### config.mk
export PLATFORM = sky130hd
export DESIGN_NAME = dcache_ctrl
export DESIGN_NICKNAME = d
export VERILOG_FILES = /design/src/verilog/dcache_pkg.sv /design/src/verilog/dcache_ctrl.sv
export SDC_FILE = /design/constraint.sdc
export NUM_CORES = 1
export LEC_CHECK = 0
export BUFFER_PORTS_ARGS = -buffer_cell sky130_fd_sc_hd__clkbuf_2
export CAP_MARGIN = 20
export CORE_AREA = 2 2 368 370
export CTS_CLUSTER_SIZE = 28
export DETAILED_ROUTE_END_ITERATION = 10
export DIE_AREA = 0 0 370 372
export PLACE_DENSITY = 0.37
export SYNTH_ARGS = -nofsm -noshare
export SYNTH_HDL_FRONTEND = slang
export SYNTH_SLANG_ARGS = --single-unit
### constraint.sdc
create_clock -name clk -period 4.5 [get_ports clk]
set_input_delay 0.45 -clock clk [delete_from_list [all_inputs] [get_ports clk]]
set_output_delay 0.45 -clock clk [all_outputs]
set_load 0.005 [all_outputs]
### src/verilog/dcache_pkg.sv
/* shared widths and structs for the two-way data cache
   lines are 16 bytes in two 64-bit words, addresses are 32-bit byte addresses */
`default_nettype none

package dcache_pkg;

  localparam int ADDR_WIDTH      = 32;
  localparam int DATA_WIDTH      = 64;
  localparam int STRB_WIDTH      = DATA_WIDTH / 8;
  localparam int OFFSET_WIDTH    = 4;
  localparam int LINE_WIDTH      = 2 * DATA_WIDTH;
  localparam int LINE_ADDR_WIDTH = ADDR_WIDTH - OFFSET_WIDTH;

  // core side
  typedef struct packed {
    logic                  write;
    logic [ADDR_WIDTH-1:0] addr;
    logic [DATA_WIDTH-1:0] wdata;
    logic [STRB_WIDTH-1:0] strb;
  } cache_req_t;

  typedef struct packed {
    logic [DATA_WIDTH-1:0] rdata;
    logic                  wack;  // set for a write request
  } cache_rsp_t;

  // memory side
  typedef struct packed {
    logic [ADDR_WIDTH-1:0] addr;
  } mem_addr_t;  // serves both ar and aw

  typedef struct packed {
    logic [DATA_WIDTH-1:0] data;
    logic [STRB_WIDTH-1:0] strb;
    logic                  last;
  } mem_wbeat_t;

  typedef struct packed {
    logic [DATA_WIDTH-1:0] data;
    logic                  last;
  } mem_rbeat_t;

  // way to controller
  typedef struct packed {
    logic                       hit;
    logic                       valid;
    logic                       dirty;
    logic [LINE_ADDR_WIDTH-1:0] line_addr;  // tag and index of the stored line
    logic [LINE_WIDTH-1:0]      line;
  } way_status_t;

  // controller to way
  typedef struct packed {
    logic                       we;         // word write under strb
    logic                       beat;       // 0 low word, 1 high word
    logic [DATA_WIDTH-1:0]      data;
    logic [STRB_WIDTH-1:0]      strb;
    logic                       set_dirty;
    logic                       load_tag;   // also clears dirty
    logic [LINE_ADDR_WIDTH-1:0] line_addr;
    logic                       set_valid;
    logic                       clr_valid;
  } way_write_t;

  typedef enum logic [2:0] {
    IDLE,
    LOOKUP,
    RESPOND,
    WB_ADDR,
    WB_DATA,
    WB_RESP,
    FILL_ADDR,
    FILL_DATA
  } ctrl_state_e;

endpackage

`default_nettype wire

### src/verilog/dcache_ctrl.sv
/* cache controller, one request in flight, hit response two cycles after accept
   memory error responses are not looked at, victim pointer flips on every miss */
`default_nettype none

module dcache_ctrl #(
  parameter int INDEX_WIDTH = 6
) (
  input  logic                                               clk,
  input  logic                                               rst,

  input  logic                                               req_valid_i,
  output logic                                               req_ready_o,
  input  dcache_pkg::cache_req_t                             req_i,
  output logic                                               rsp_valid_o,
  input  logic                                               rsp_ready_i,
  output dcache_pkg::cache_rsp_t                             rsp_o,

  output logic [INDEX_WIDTH-1:0]                             lookup_index_o,
  output logic [dcache_pkg::LINE_ADDR_WIDTH-INDEX_WIDTH-1:0] lookup_tag_o,
  output logic [INDEX_WIDTH-1:0]                             wr_index_o,
  output dcache_pkg::way_write_t                             way0_wr_o,
  output dcache_pkg::way_write_t                             way1_wr_o,
  input  dcache_pkg::way_status_t                            way0_status_i,
  input  dcache_pkg::way_status_t                            way1_status_i,

  output logic                                               ar_valid_o,
  input  logic                                               ar_ready_i,
  output dcache_pkg::mem_addr_t                              ar_o,
  input  logic                                               r_valid_i,
  output logic                                               r_ready_o,
  input  dcache_pkg::mem_rbeat_t                             r_i,
  output logic                                               aw_valid_o,
  input  logic                                               aw_ready_i,
  output dcache_pkg::mem_addr_t                              aw_o,
  output logic                                               w_valid_o,
  input  logic                                               w_ready_i,
  output dcache_pkg::mem_wbeat_t                             w_o,
  input  logic                                               b_valid_i,
  output logic                                               b_ready_o
);

  import dcache_pkg::*;

  localparam int TAG_WIDTH = LINE_ADDR_WIDTH - INDEX_WIDTH;

  ctrl_state_e           state_q;
  ctrl_state_e           state_d;
  cache_req_t            req_q;
  cache_rsp_t            rsp_q;

  logic                  lookup_wait_q;  // first LOOKUP cycle, ways still reading
  logic                  way_q;          // way being refilled
  logic                  victim_q;
  logic                  beat_q;

  logic                  word_sel;
  logic                  any_hit;
  logic                  hit_way;
  logic                  decide;
  logic                  vic_dirty;
  logic                  merge_beat;
  logic                  tgt_way;
  logic [LINE_WIDTH-1:0] hit_line;
  logic [DATA_WIDTH-1:0] hit_word;
  logic [DATA_WIDTH-1:0] fill_word;
  way_status_t           wb_status;
  way_write_t            wr_cmd;

  logic                  req_hs;
  logic                  aw_hs;
  logic                  w_hs;
  logic                  ar_hs;
  logic                  r_hs;

  assign req_hs = req_valid_i && req_ready_o;
  assign aw_hs  = aw_valid_o && aw_ready_i;
  assign w_hs   = w_valid_o && w_ready_i;
  assign ar_hs  = ar_valid_o && ar_ready_i;
  assign r_hs   = r_valid_i && r_ready_o;

  // both ways see the latched request address
  assign lookup_index_o = req_q.addr[OFFSET_WIDTH +: INDEX_WIDTH];
  assign lookup_tag_o   = req_q.addr[ADDR_WIDTH-1 -: TAG_WIDTH];
  assign wr_index_o     = req_q.addr[OFFSET_WIDTH +: INDEX_WIDTH];

  assign word_sel = req_q.addr[OFFSET_WIDTH-1];  // upper word of the line
  assign any_hit  = way0_status_i.hit || way1_status_i.hit;
  assign hit_way  = way1_status_i.hit;
  assign decide   = (state_q == LOOKUP) && !lookup_wait_q;

  assign hit_line = hit_way ? way1_status_i.line : way0_status_i.line;
  assign hit_word = word_sel ? hit_line[LINE_WIDTH-1:DATA_WIDTH] : hit_line[DATA_WIDTH-1:0];

  assign vic_dirty = victim_q ? (way1_status_i.valid && way1_status_i.dirty)
                              : (way0_status_i.valid && way0_status_i.dirty);
  assign wb_status = way_q ? way1_status_i : way0_status_i;

  // fill beat with the pending write bytes laid over it
  assign merge_beat = req_q.write && (beat_q == word_sel);
  always_comb begin
    for (int b = 0; b < STRB_WIDTH; b++) begin
      fill_word[b*8 +: 8] = (merge_beat && req_q.strb[b]) ? req_q.wdata[b*8 +: 8]
                                                          : r_i.data[b*8 +: 8];
    end
  end

  // handshake outputs follow the state directly
  assign req_ready_o = (state_q == IDLE);
  assign rsp_valid_o = (state_q == RESPOND);
  assign rsp_o       = rsp_q;
  assign aw_valid_o  = (state_q == WB_ADDR);
  assign w_valid_o   = (state_q == WB_DATA);
  assign b_ready_o   = (state_q == WB_RESP);
  assign ar_valid_o  = (state_q == FILL_ADDR);
  assign r_ready_o   = (state_q == FILL_DATA);

  assign aw_o.addr = {wb_status.line_addr, {OFFSET_WIDTH{1'b0}}};
  assign ar_o.addr = {req_q.addr[ADDR_WIDTH-1:OFFSET_WIDTH], {OFFSET_WIDTH{1'b0}}};

  assign w_o.data = beat_q ? wb_status.line[LINE_WIDTH-1:DATA_WIDTH]
                           : wb_status.line[DATA_WIDTH-1:0];
  assign w_o.strb = {STRB_WIDTH{1'b1}};
  assign w_o.last = beat_q;

  // next state and the way write command
  always_comb begin
    state_d = state_q;
    wr_cmd  = '0;
    tgt_way = way_q;
    case (state_q)
      IDLE: begin
        if (req_hs) begin
          state_d = LOOKUP;
        end
      end
      LOOKUP: begin
        if (decide) begin
          if (any_hit) begin
            tgt_way          = hit_way;
            wr_cmd.we        = req_q.write;
            wr_cmd.beat      = word_sel;
            wr_cmd.data      = req_q.wdata;
            wr_cmd.strb      = req_q.strb;
            wr_cmd.set_dirty = req_q.write;
            state_d          = RESPOND;
          end else if (vic_dirty) begin
            state_d = WB_ADDR;
          end else begin
            state_d = FILL_ADDR;
          end
        end
      end
      RESPOND: begin
        if (rsp_ready_i) begin
          state_d = IDLE;
        end
      end
      WB_ADDR: begin
        if (aw_hs) begin
          state_d = WB_DATA;
        end
      end
      WB_DATA: begin
        if (w_hs && beat_q) begin
          state_d = WB_RESP;
        end
      end
      WB_RESP: begin
        if (b_valid_i) begin
          state_d = FILL_ADDR;
        end
      end
      FILL_ADDR: begin
        // new tag goes in once the old line is out, line stays invalid
        wr_cmd.load_tag  = ar_hs;
        wr_cmd.clr_valid = ar_hs;
        wr_cmd.line_addr = req_q.addr[ADDR_WIDTH-1:OFFSET_WIDTH];
        if (ar_hs) begin
          state_d = FILL_DATA;
        end
      end
      FILL_DATA: begin
        if (r_hs) begin
          wr_cmd.we        = 1'b1;
          wr_cmd.beat      = beat_q;
          wr_cmd.data      = fill_word;
          wr_cmd.strb      = {STRB_WIDTH{1'b1}};
          wr_cmd.set_dirty = merge_beat;
          wr_cmd.set_valid = r_i.last;
          if (r_i.last) begin
            state_d = RESPOND;
          end
        end
      end
      default: begin
        state_d = IDLE;
      end
    endcase
  end

  assign way0_wr_o = tgt_way ? way_write_t'('0) : wr_cmd;
  assign way1_wr_o = tgt_way ? wr_cmd : way_write_t'('0);

  always_ff @(posedge clk) begin
    if (rst) begin
      state_q       <= IDLE;
      lookup_wait_q <= 1'b0;
      way_q         <= 1'b0;
      victim_q      <= 1'b0;
      beat_q        <= 1'b0;
    end else begin
      state_q       <= state_d;
      lookup_wait_q <= req_hs;
      if (decide && !any_hit) begin
        way_q    <= victim_q;
        victim_q <= ~victim_q;  // advance on every miss
      end
      if (aw_hs || ar_hs) begin
        beat_q <= 1'b0;
      end else if (w_hs || r_hs) begin
        beat_q <= ~beat_q;
      end
    end
  end

  // request and response payload
  always_ff @(posedge clk) begin
    if (req_hs) begin
      req_q <= req_i;
    end
    if (decide && any_hit) begin
      rsp_q.rdata <= hit_word;
      rsp_q.wack  <= req_q.write;
    end else if (r_hs && (beat_q == word_sel)) begin
      rsp_q.rdata <= fill_word;  // merged word for a write miss
      rsp_q.wack  <= req_q.write;
    end
  end

endmodule

`default_nettype wire

==> run metrics, run 1 <==
antenna violations before repair 27; Syn Area/Cell ~11 sq um; R2R Path Start state_q[2]; Crit. End Element output pin; final slew viol count 0; Slowest cell on crit path a221oi_1; # port buffers 932; GP Congestion approximately 0.77; Post-Route WL 99.6 mm; worst hold path startpoint req_i[11]; I/O pin cnt 952; Leakage Power about 8.5 nW; Synth top area share a little over a third; Fin Hold WS 0.0819 ns; DR vias between 10000 and 15000; clock buffer count from CTS 17; Setup Viol. Count Final 0; Crit path arrival time 3.69 ns; Tmin final 4.14 ns; Fmax between 200 and 250 MHz; antenna viol nets, final 0; total track usage between 10% and 20%; worst hold path type in -> reg; Worst R2R End rsp_o[31]; Hold EP req_q[11]; Initial DRT Pass Iterations 5; share of cells above drive strength 1 between 50% and 60%; Clock power frac 22.6%; Fin Clk Skew 0.0190 ns; Post-route DRC 0; startpoint types register; Req. time, crit path just over 4 ns; Synth area leader edfxtp_1; CP Class reg -> out; Sw Ratio roughly 42%; pwr dens 359 mW/mm^2; Layout Nets approximately 2600; Initial Util about a tenth; routed len/inst 25.8 um; RSZ-0062 raised after global routing no; Adder-Cell Fraction of Synth Area 0%; R2R Setup Slk 1.54 ns; Post-synth EDFFs between 150 and 200; post-DP HPWL 83.0 mm; cell family with most CP delay compound AO/OA/AOI/OAI gates; logic gate share of total power a little over two fifths; final worst-path cycle share 91.9%; CTS max path bufs 2; Post-Syn Area about 0.014 sq mm; fin area approximately 0.021 sq mm; CTS tree done; Core Region around 0.13 sq mm; vias per inst approximately 3.7; Congestion Overflow GR 0; Post-Synth XOR/XNOR Area less than 1%; top_reg_cell synth edfxtp_1; die area about 0.14 sq mm; worst rel slew slack 24.2%; DP Area 0.0202 sq mm; clk root buf clkbuf_16; Peak VDD IR around 0.00032 V; first-pass GRT wire length between 100 and 150 mm; fin util ~15%; htree depth 4; First DRT Iteration DRCs about 1000; Crit path largest cell delay a little under 0.9 ns; largest family of logic cells by synthesized area multiplexers; post-synthesis mux area share 27.9%; Critical Path, Cell by Cell or4b_4 > buf_12 > nor3b_1 > a221oi_1 > nor2_1 > clkbuf_2; switching pwr 3.14 mW; post-synthesis compound-gate area fraction 8.65%; CP bufs+invs 2; fraction of registers with async set/reset 0%; status completed; post-cts gate resize count 0; Die Wd ~370 um; Worst Hold Path Cells 1; crit-path max FO 36; Reg power frac 34.6%; clk sink count 174; sequential area share after synthesis a little under two fifths; cells after synthesis about 1200; number of global-route vias before repair between 10000 and 15000; Worst-Margin Slew about 1.1 ns; max-cap violation count 0; Worst Slack Setup Final 0.363 ns; Synth area leaders edfxtp_1 36%, mux4_2 21%, nor2_1 5.8%; Die Span Y approximately 370 um; worst skew pair latency around 0.53 ns; area grow syn2layout 50.7%; site row count between 100 and 150; YS warnings 0; Yosys cell types 54; setup TNS 0 ns; worst r2r path cells 3; largest net degree at the start of global routing 104; Fin. Hold Viols 0; Placement Setup Slack approximately 0.58 ns; post-synthesis simple-gate area fraction approximately 17%; clock-pin slew on the worst setup and hold paths ~0.090 ns; post-synthesis register bit count ~170; total internal power 4.33 mW
[layer usage]
metal	vias to the layer above	global-route usage, %	routed length (um)
met2	673	23.1	48100
met5	-	0	103
met1	7172	17.0	41200
met4	18	3.43	1690
li1	6286	-	-
met3	71	4.98	8470
[how the worst max path moves through the flow]
stage | from | endpoint | slack (ns) | depth (start not counted)
global placement | state_q[0] | way1_wr_o[34] | 0.58 | 6
detailed placement | state_q[0] | way1_wr_o[34] | 0.58 | 6
CTS | state_q[2] | way1_wr_o[40] | 0.03 | 6
global route | state_q[2] | way1_wr_o[40] | 0.08 | 6
floorplan | state_q[2] | ar_o[10] | 0.61 | 4
finish | state_q[2] | way1_wr_o[62] | 0.36 | 6
[cell usage in the layout (no fill, tap or decap), drive strengths merged, types with 3 or more instances in the layout]
cell type | Yosys | layout
mux4 | 128 | 128
nand2 | 100 | 100
a21oi | 13 | 13
buf | 151 | 59
a221oi | 64 | 64
conb | 2 | 16
and3 | 10 | 10
edfxtp | 167 | 167
a31oi | 9 | 9
nor3 | 4 | 4
nor3b | 65 | 65
nand3 | 4 | 4
mux2i | 65 | 65
inv | 5 | 13
dfxtp | 7 | 7
and2 | 65 | 65
mux2 | 28 | 28
o21ai | 64 | 64
clkinvlp | 0 | 3
clkbuf | 50 | 948
xnor2 | 3 | 3
nor2 | 216 | 216
[worst register-to-register path, delay by kind of cell, from the launching register on]
kind / cells / cell delay, ns
flip-flops: 1 / 0.88
AO/OA/AOI/OAI: 1 / 0.20
buffers and inverters: 1 / 0.40
AND/OR/NAND/NOR: 1 / 0.98
[layout make-up]
cell class                      count  area (sq um)
Fill cell                       15300        113000
Multi-Input combinational cell    881          7520
Timing Repair Buffer              990          5270
Sequential cell                   174          5160
Tap cell                         1781          2230
Clock buffer                       17           425
Clock inverter                     15           175
Inverter                            5          18.8
Antenna cell                        2          5.00
[sequential cells by signal, summed over array words and instances, names as in the netlist]
signal,cells
rsp_o,65
lookup_wait_q,1
req_q,74
beat_q,1
state_q,3
ar_o,28
way_q,1
victim_q,1
[logic make-up (layout without fill, tap and decap cells)]
| family | Yosys count | in the layout |
|---|---|---|
| compound gates | 163 | 163 |
| simple gates | 477 | 477 |
| xor+xnor | 4 | 4 |
| mux | 221 | 221 |
| flops | 174 | 174 |
| other cells | 2 | 18 |
| buf+inv | 206 | 1027 |
[through the flow]
stage / std cells / total power [mW]
2_1_floorplan: 1261 / 4.20
3_3_place_gp: 3828 / 5.89
3_5_place_dp: 3829 / 5.90
4_1_cts: 3863 / 7.67
5_1_grt: 3863 / 7.92
6_report: 3865 / 7.46
[Yosys cell counts, types with 2 or more instances]
master / count
clkbuf_1: 47
inv_1: 5
mux4_2: 128
mux2i_1: 65
and3_1: 10
nor3_1: 4
edfxtp_1: 167
buf_2: 57
and3b_1: 2
o21ai_1: 4
nor2_1: 215
buf_6: 8
clkbuf_2: 3
buf_4: 84
o221ai_1: 2
buf_1: 2
o21ai_0: 60
a31oi_1: 6
nand3_1: 4
a221oi_1: 56
a21oi_1: 13
conb_1: 2
nand2_1: 100
mux2_2: 28
a311oi_1: 2
a221oi_2: 8
xnor2_1: 2
and2_1: 65
nor3b_1: 65
a31oi_2: 3
dfxtp_1: 7
[repair_timing]
| action | 4_1_cts | 5_1_grt |
|---|---|---|
| setup endpoints to repair | 1 | 0 |
| hold buffers | 0 | 0 |
| setup buffers | 2 | 0 |
[power groups by stage]
| stage | clock [mW] | sequential [mW] | combinational (mW) |
|---|---|---|---|
| global placement | 0 | 2.62 | 3.27 |
| global route | 1.82 | 2.63 | 3.48 |
| detailed placement | 0 | 2.62 | 3.28 |
| floorplan | 0 | 2.52 | 1.68 |
| finish | 1.69 | 2.58 | 3.20 |
| CTS | 1.78 | 2.59 | 3.30 |
Power figures use the tool's default switching activity.
==> inputs of run 2 (changes only) <==
- CAP_MARGIN: 20 -> default
- CORE_AREA: 2 2 368 370 -> 2 2 366 368
- DIE_AREA: 0 0 370 372 -> 0 0 368 370
- SKIP_LAST_GASP: default -> 1
- clock period: 4.5 -> 4.8 ns (I/O delays scaled with it)
==> run 2 against run 1 <==
  * Worst setup slack better by 0.31 ns
  * Final area shrank 0.99%
  * Combinational power decreased by 6.3%
  * Global-route usage is 0.29 points higher
  * Register-to-register slack worse by 0.13 ns
  * Clock-buffer cell count stayed put
==> run metrics, run 2 (synthesis results as in run 1) <==
status completed; final slew viol count 0 (unchanged); Placement Setup Slack 1.18 ns (+0.597 ns); Tmin final just over 4 ns; share of cells above drive strength 1 57.2% (-0.62 points); DP Area 0.0200 sq mm (-0.86%); Die Wd 368 um (-0.54%); die area 0.136 sq mm (-1.1%); Layout Nets 2543 (-0.90%); most common cell after layout, fill and taps aside clkbuf_2; Fin Clk Skew 0.0147 ns (-0.00432 ns); Worst R2R End rsp_o[63]; CP Class reg -> out; htree depth 4 (unchanged); worst skew pair latency 0.53 ns (about the same); pwr dens 337 mW/mm^2 (-6.1%); Peak VDD IR 0.000307 V (-3.0%); DR vias 14200 (-0.084%); clk root buf clkbuf_16; RSZ-0062 raised after global routing no; max-cap violation count 0 (unchanged); Leakage Power 8.34 nW (-1.6%); CTS tree done; max reg flops 74 (unchanged); largest net degree at the start of global routing 66 (-37%); Crit path arrival time 3.64 ns (-0.05 ns); Largest Register req_q; Congestion Overflow GR 0 (unchanged); Fin. Hold Viols 0 (unchanged); # port buffers 932 (unchanged); clk sink count 174 (unchanged); cts hold-fix bufs 0 (unchanged); setup bufs post-CTS 0 (-2); Crit path largest cell delay 0.72 ns (-0.17 ns); post-cts gate resize count 0 (unchanged); final worst-path cycle share between 80% and 90%; Fill cells 15200 (-1.2%); Req. time, crit path 4.32 ns (+0.27 ns); Worst Slack Setup Final 0.678 ns (+0.314 ns); Post-Route WL 101 mm (+0.97%); clock-pin slew on the worst setup and hold paths 0.09 ns (about the same); Critical Path, Cell by Cell nand4_4 > buf_4 > a31oi_1 > a221oi_1 > nor2_1 > clkbuf_2; vias per inst 3.70 (+0.57%); site row count 134 (-0.74%); First DRT Iteration DRCs 943 (-7.3%); R2R Path Start req_q[75]; first-pass GRT wire length 129 mm (+1.3%); Worst Hold Path Cells 1 (unchanged); fin area 0.0206 sq mm (-0.99%); post-DP HPWL 83.0 mm (about the same); number of global-route vias before repair 14300 (+3.3%); Slowest cell on crit path dfxtp_1; most frequent cells in the layout 931 x clkbuf_2, 214 x nor2_1, 167 x edfxtp_1; clock buffer count from CTS 17 (unchanged); area grow syn2layout 49.2%; antenna violations before repair 28 (+3.7%); GP Congestion 0.811 (+5.5%); Core Region 0.132 sq mm (-1.4%); Hold EP ar_o[5]; Worst-Margin Slew 1.08 ns (-0.0545 ns); Fmax ~240 MHz; Fin Hold WS 0.116 ns (+0.0339 ns); setup TNS 0 ns (unchanged); I/O pin cnt 952 (unchanged); worst hold path startpoint req_i[77]; worst rel slew slack 25.8% (+1.6 points); worst r2r path cells 6 (+3); R2R Setup Slk 1.41 ns (-0.13 ns); Initial DRT Pass Iterations 5 (unchanged); Pwr Total 6.94 mW (-7.0%); routed len/inst 26.2 um (+1.6%); Crit. End Element output pin; Setup Viol. Count Final 0 (unchanged); startpoint types register; CTS max path bufs 2 (unchanged); Initial Util 10.4% (+0.14 points); Die Span Y 370 um (-0.54%); total track usage 14.2% (+0.29 points); worst hold path type in -> reg; crit-path max FO 15 (-58%); antenna viol nets, final 0 (unchanged); Post-route DRC 0 (unchanged)
==> run 2: cell count changes in the layout (fill, tap and decap cells not counted), sizes merged <==
cell,previous run,this run
buf,59,36
clkinv,2,8
clkinvlp,3,2
diode,2,13
inv,13,8
==> run 2: per-stage QoR <==
stage / util, % / std cells
after floorplan: - / 1261
after global routing: 15.5 / 3834
final: 15.6 / 3840
after detailed placement: 15.1 / 3795
after global placement: 15.1 / 3795
after CTS: 15.5 / 3827
==> run 2: final cells by class <==
type,count,area [sq um],share of cell area [%]
inverters,5,18.8,0.0911
clock buffers,17,425,2.06
diodes,13,32.5,0.158
repair buffers,967,5080,24.7
flip-flops and latches,174,5160,25.1
multi-input cells,881,7520,36.5
clock inverters,15,144,0.698
well taps,1768,2210,10.7
==> run 2: power breakdown <==
group	internal, mW	switching (mW)
Sequential	2.16	0.237
Combinational	1.07	1.93
Clock	0.763	0.777
Total	4.00	2.95
==> run 2: worst max path at each step <==
| stage | start | end |
|---|---|---|
| after floorplan | state_q[0] | way0_wr_o[31] |
| after global routing | state_q[1] | way1_wr_o[62] |
| final | state_q[1] | way1_wr_o[59] |
| after detailed placement | state_q[1] | way1_wr_o[63] |
| after global placement | state_q[1] | way1_wr_o[63] |
| after CTS | state_q[1] | way1_wr_o[62] |
==> run 2: metal layers <==
layer	global-route usage [%]	wire (um)	vias to the layer above
met2	23.0	47400	653
li1	-	-	6251
met3	4.80	7820	75
met4	5.33	3230	10
met1	17.3	42000	7219
met5	0	69	-
==> run 2: critical path: cells and delay by family (launching register included) <==
family                 cells  cell delay, ns
and+or+nand+nor            2            0.96
AOI/OAI and AO/OA          2            0.86
DFF                        1            0.72
buffers and inverters      2            0.57
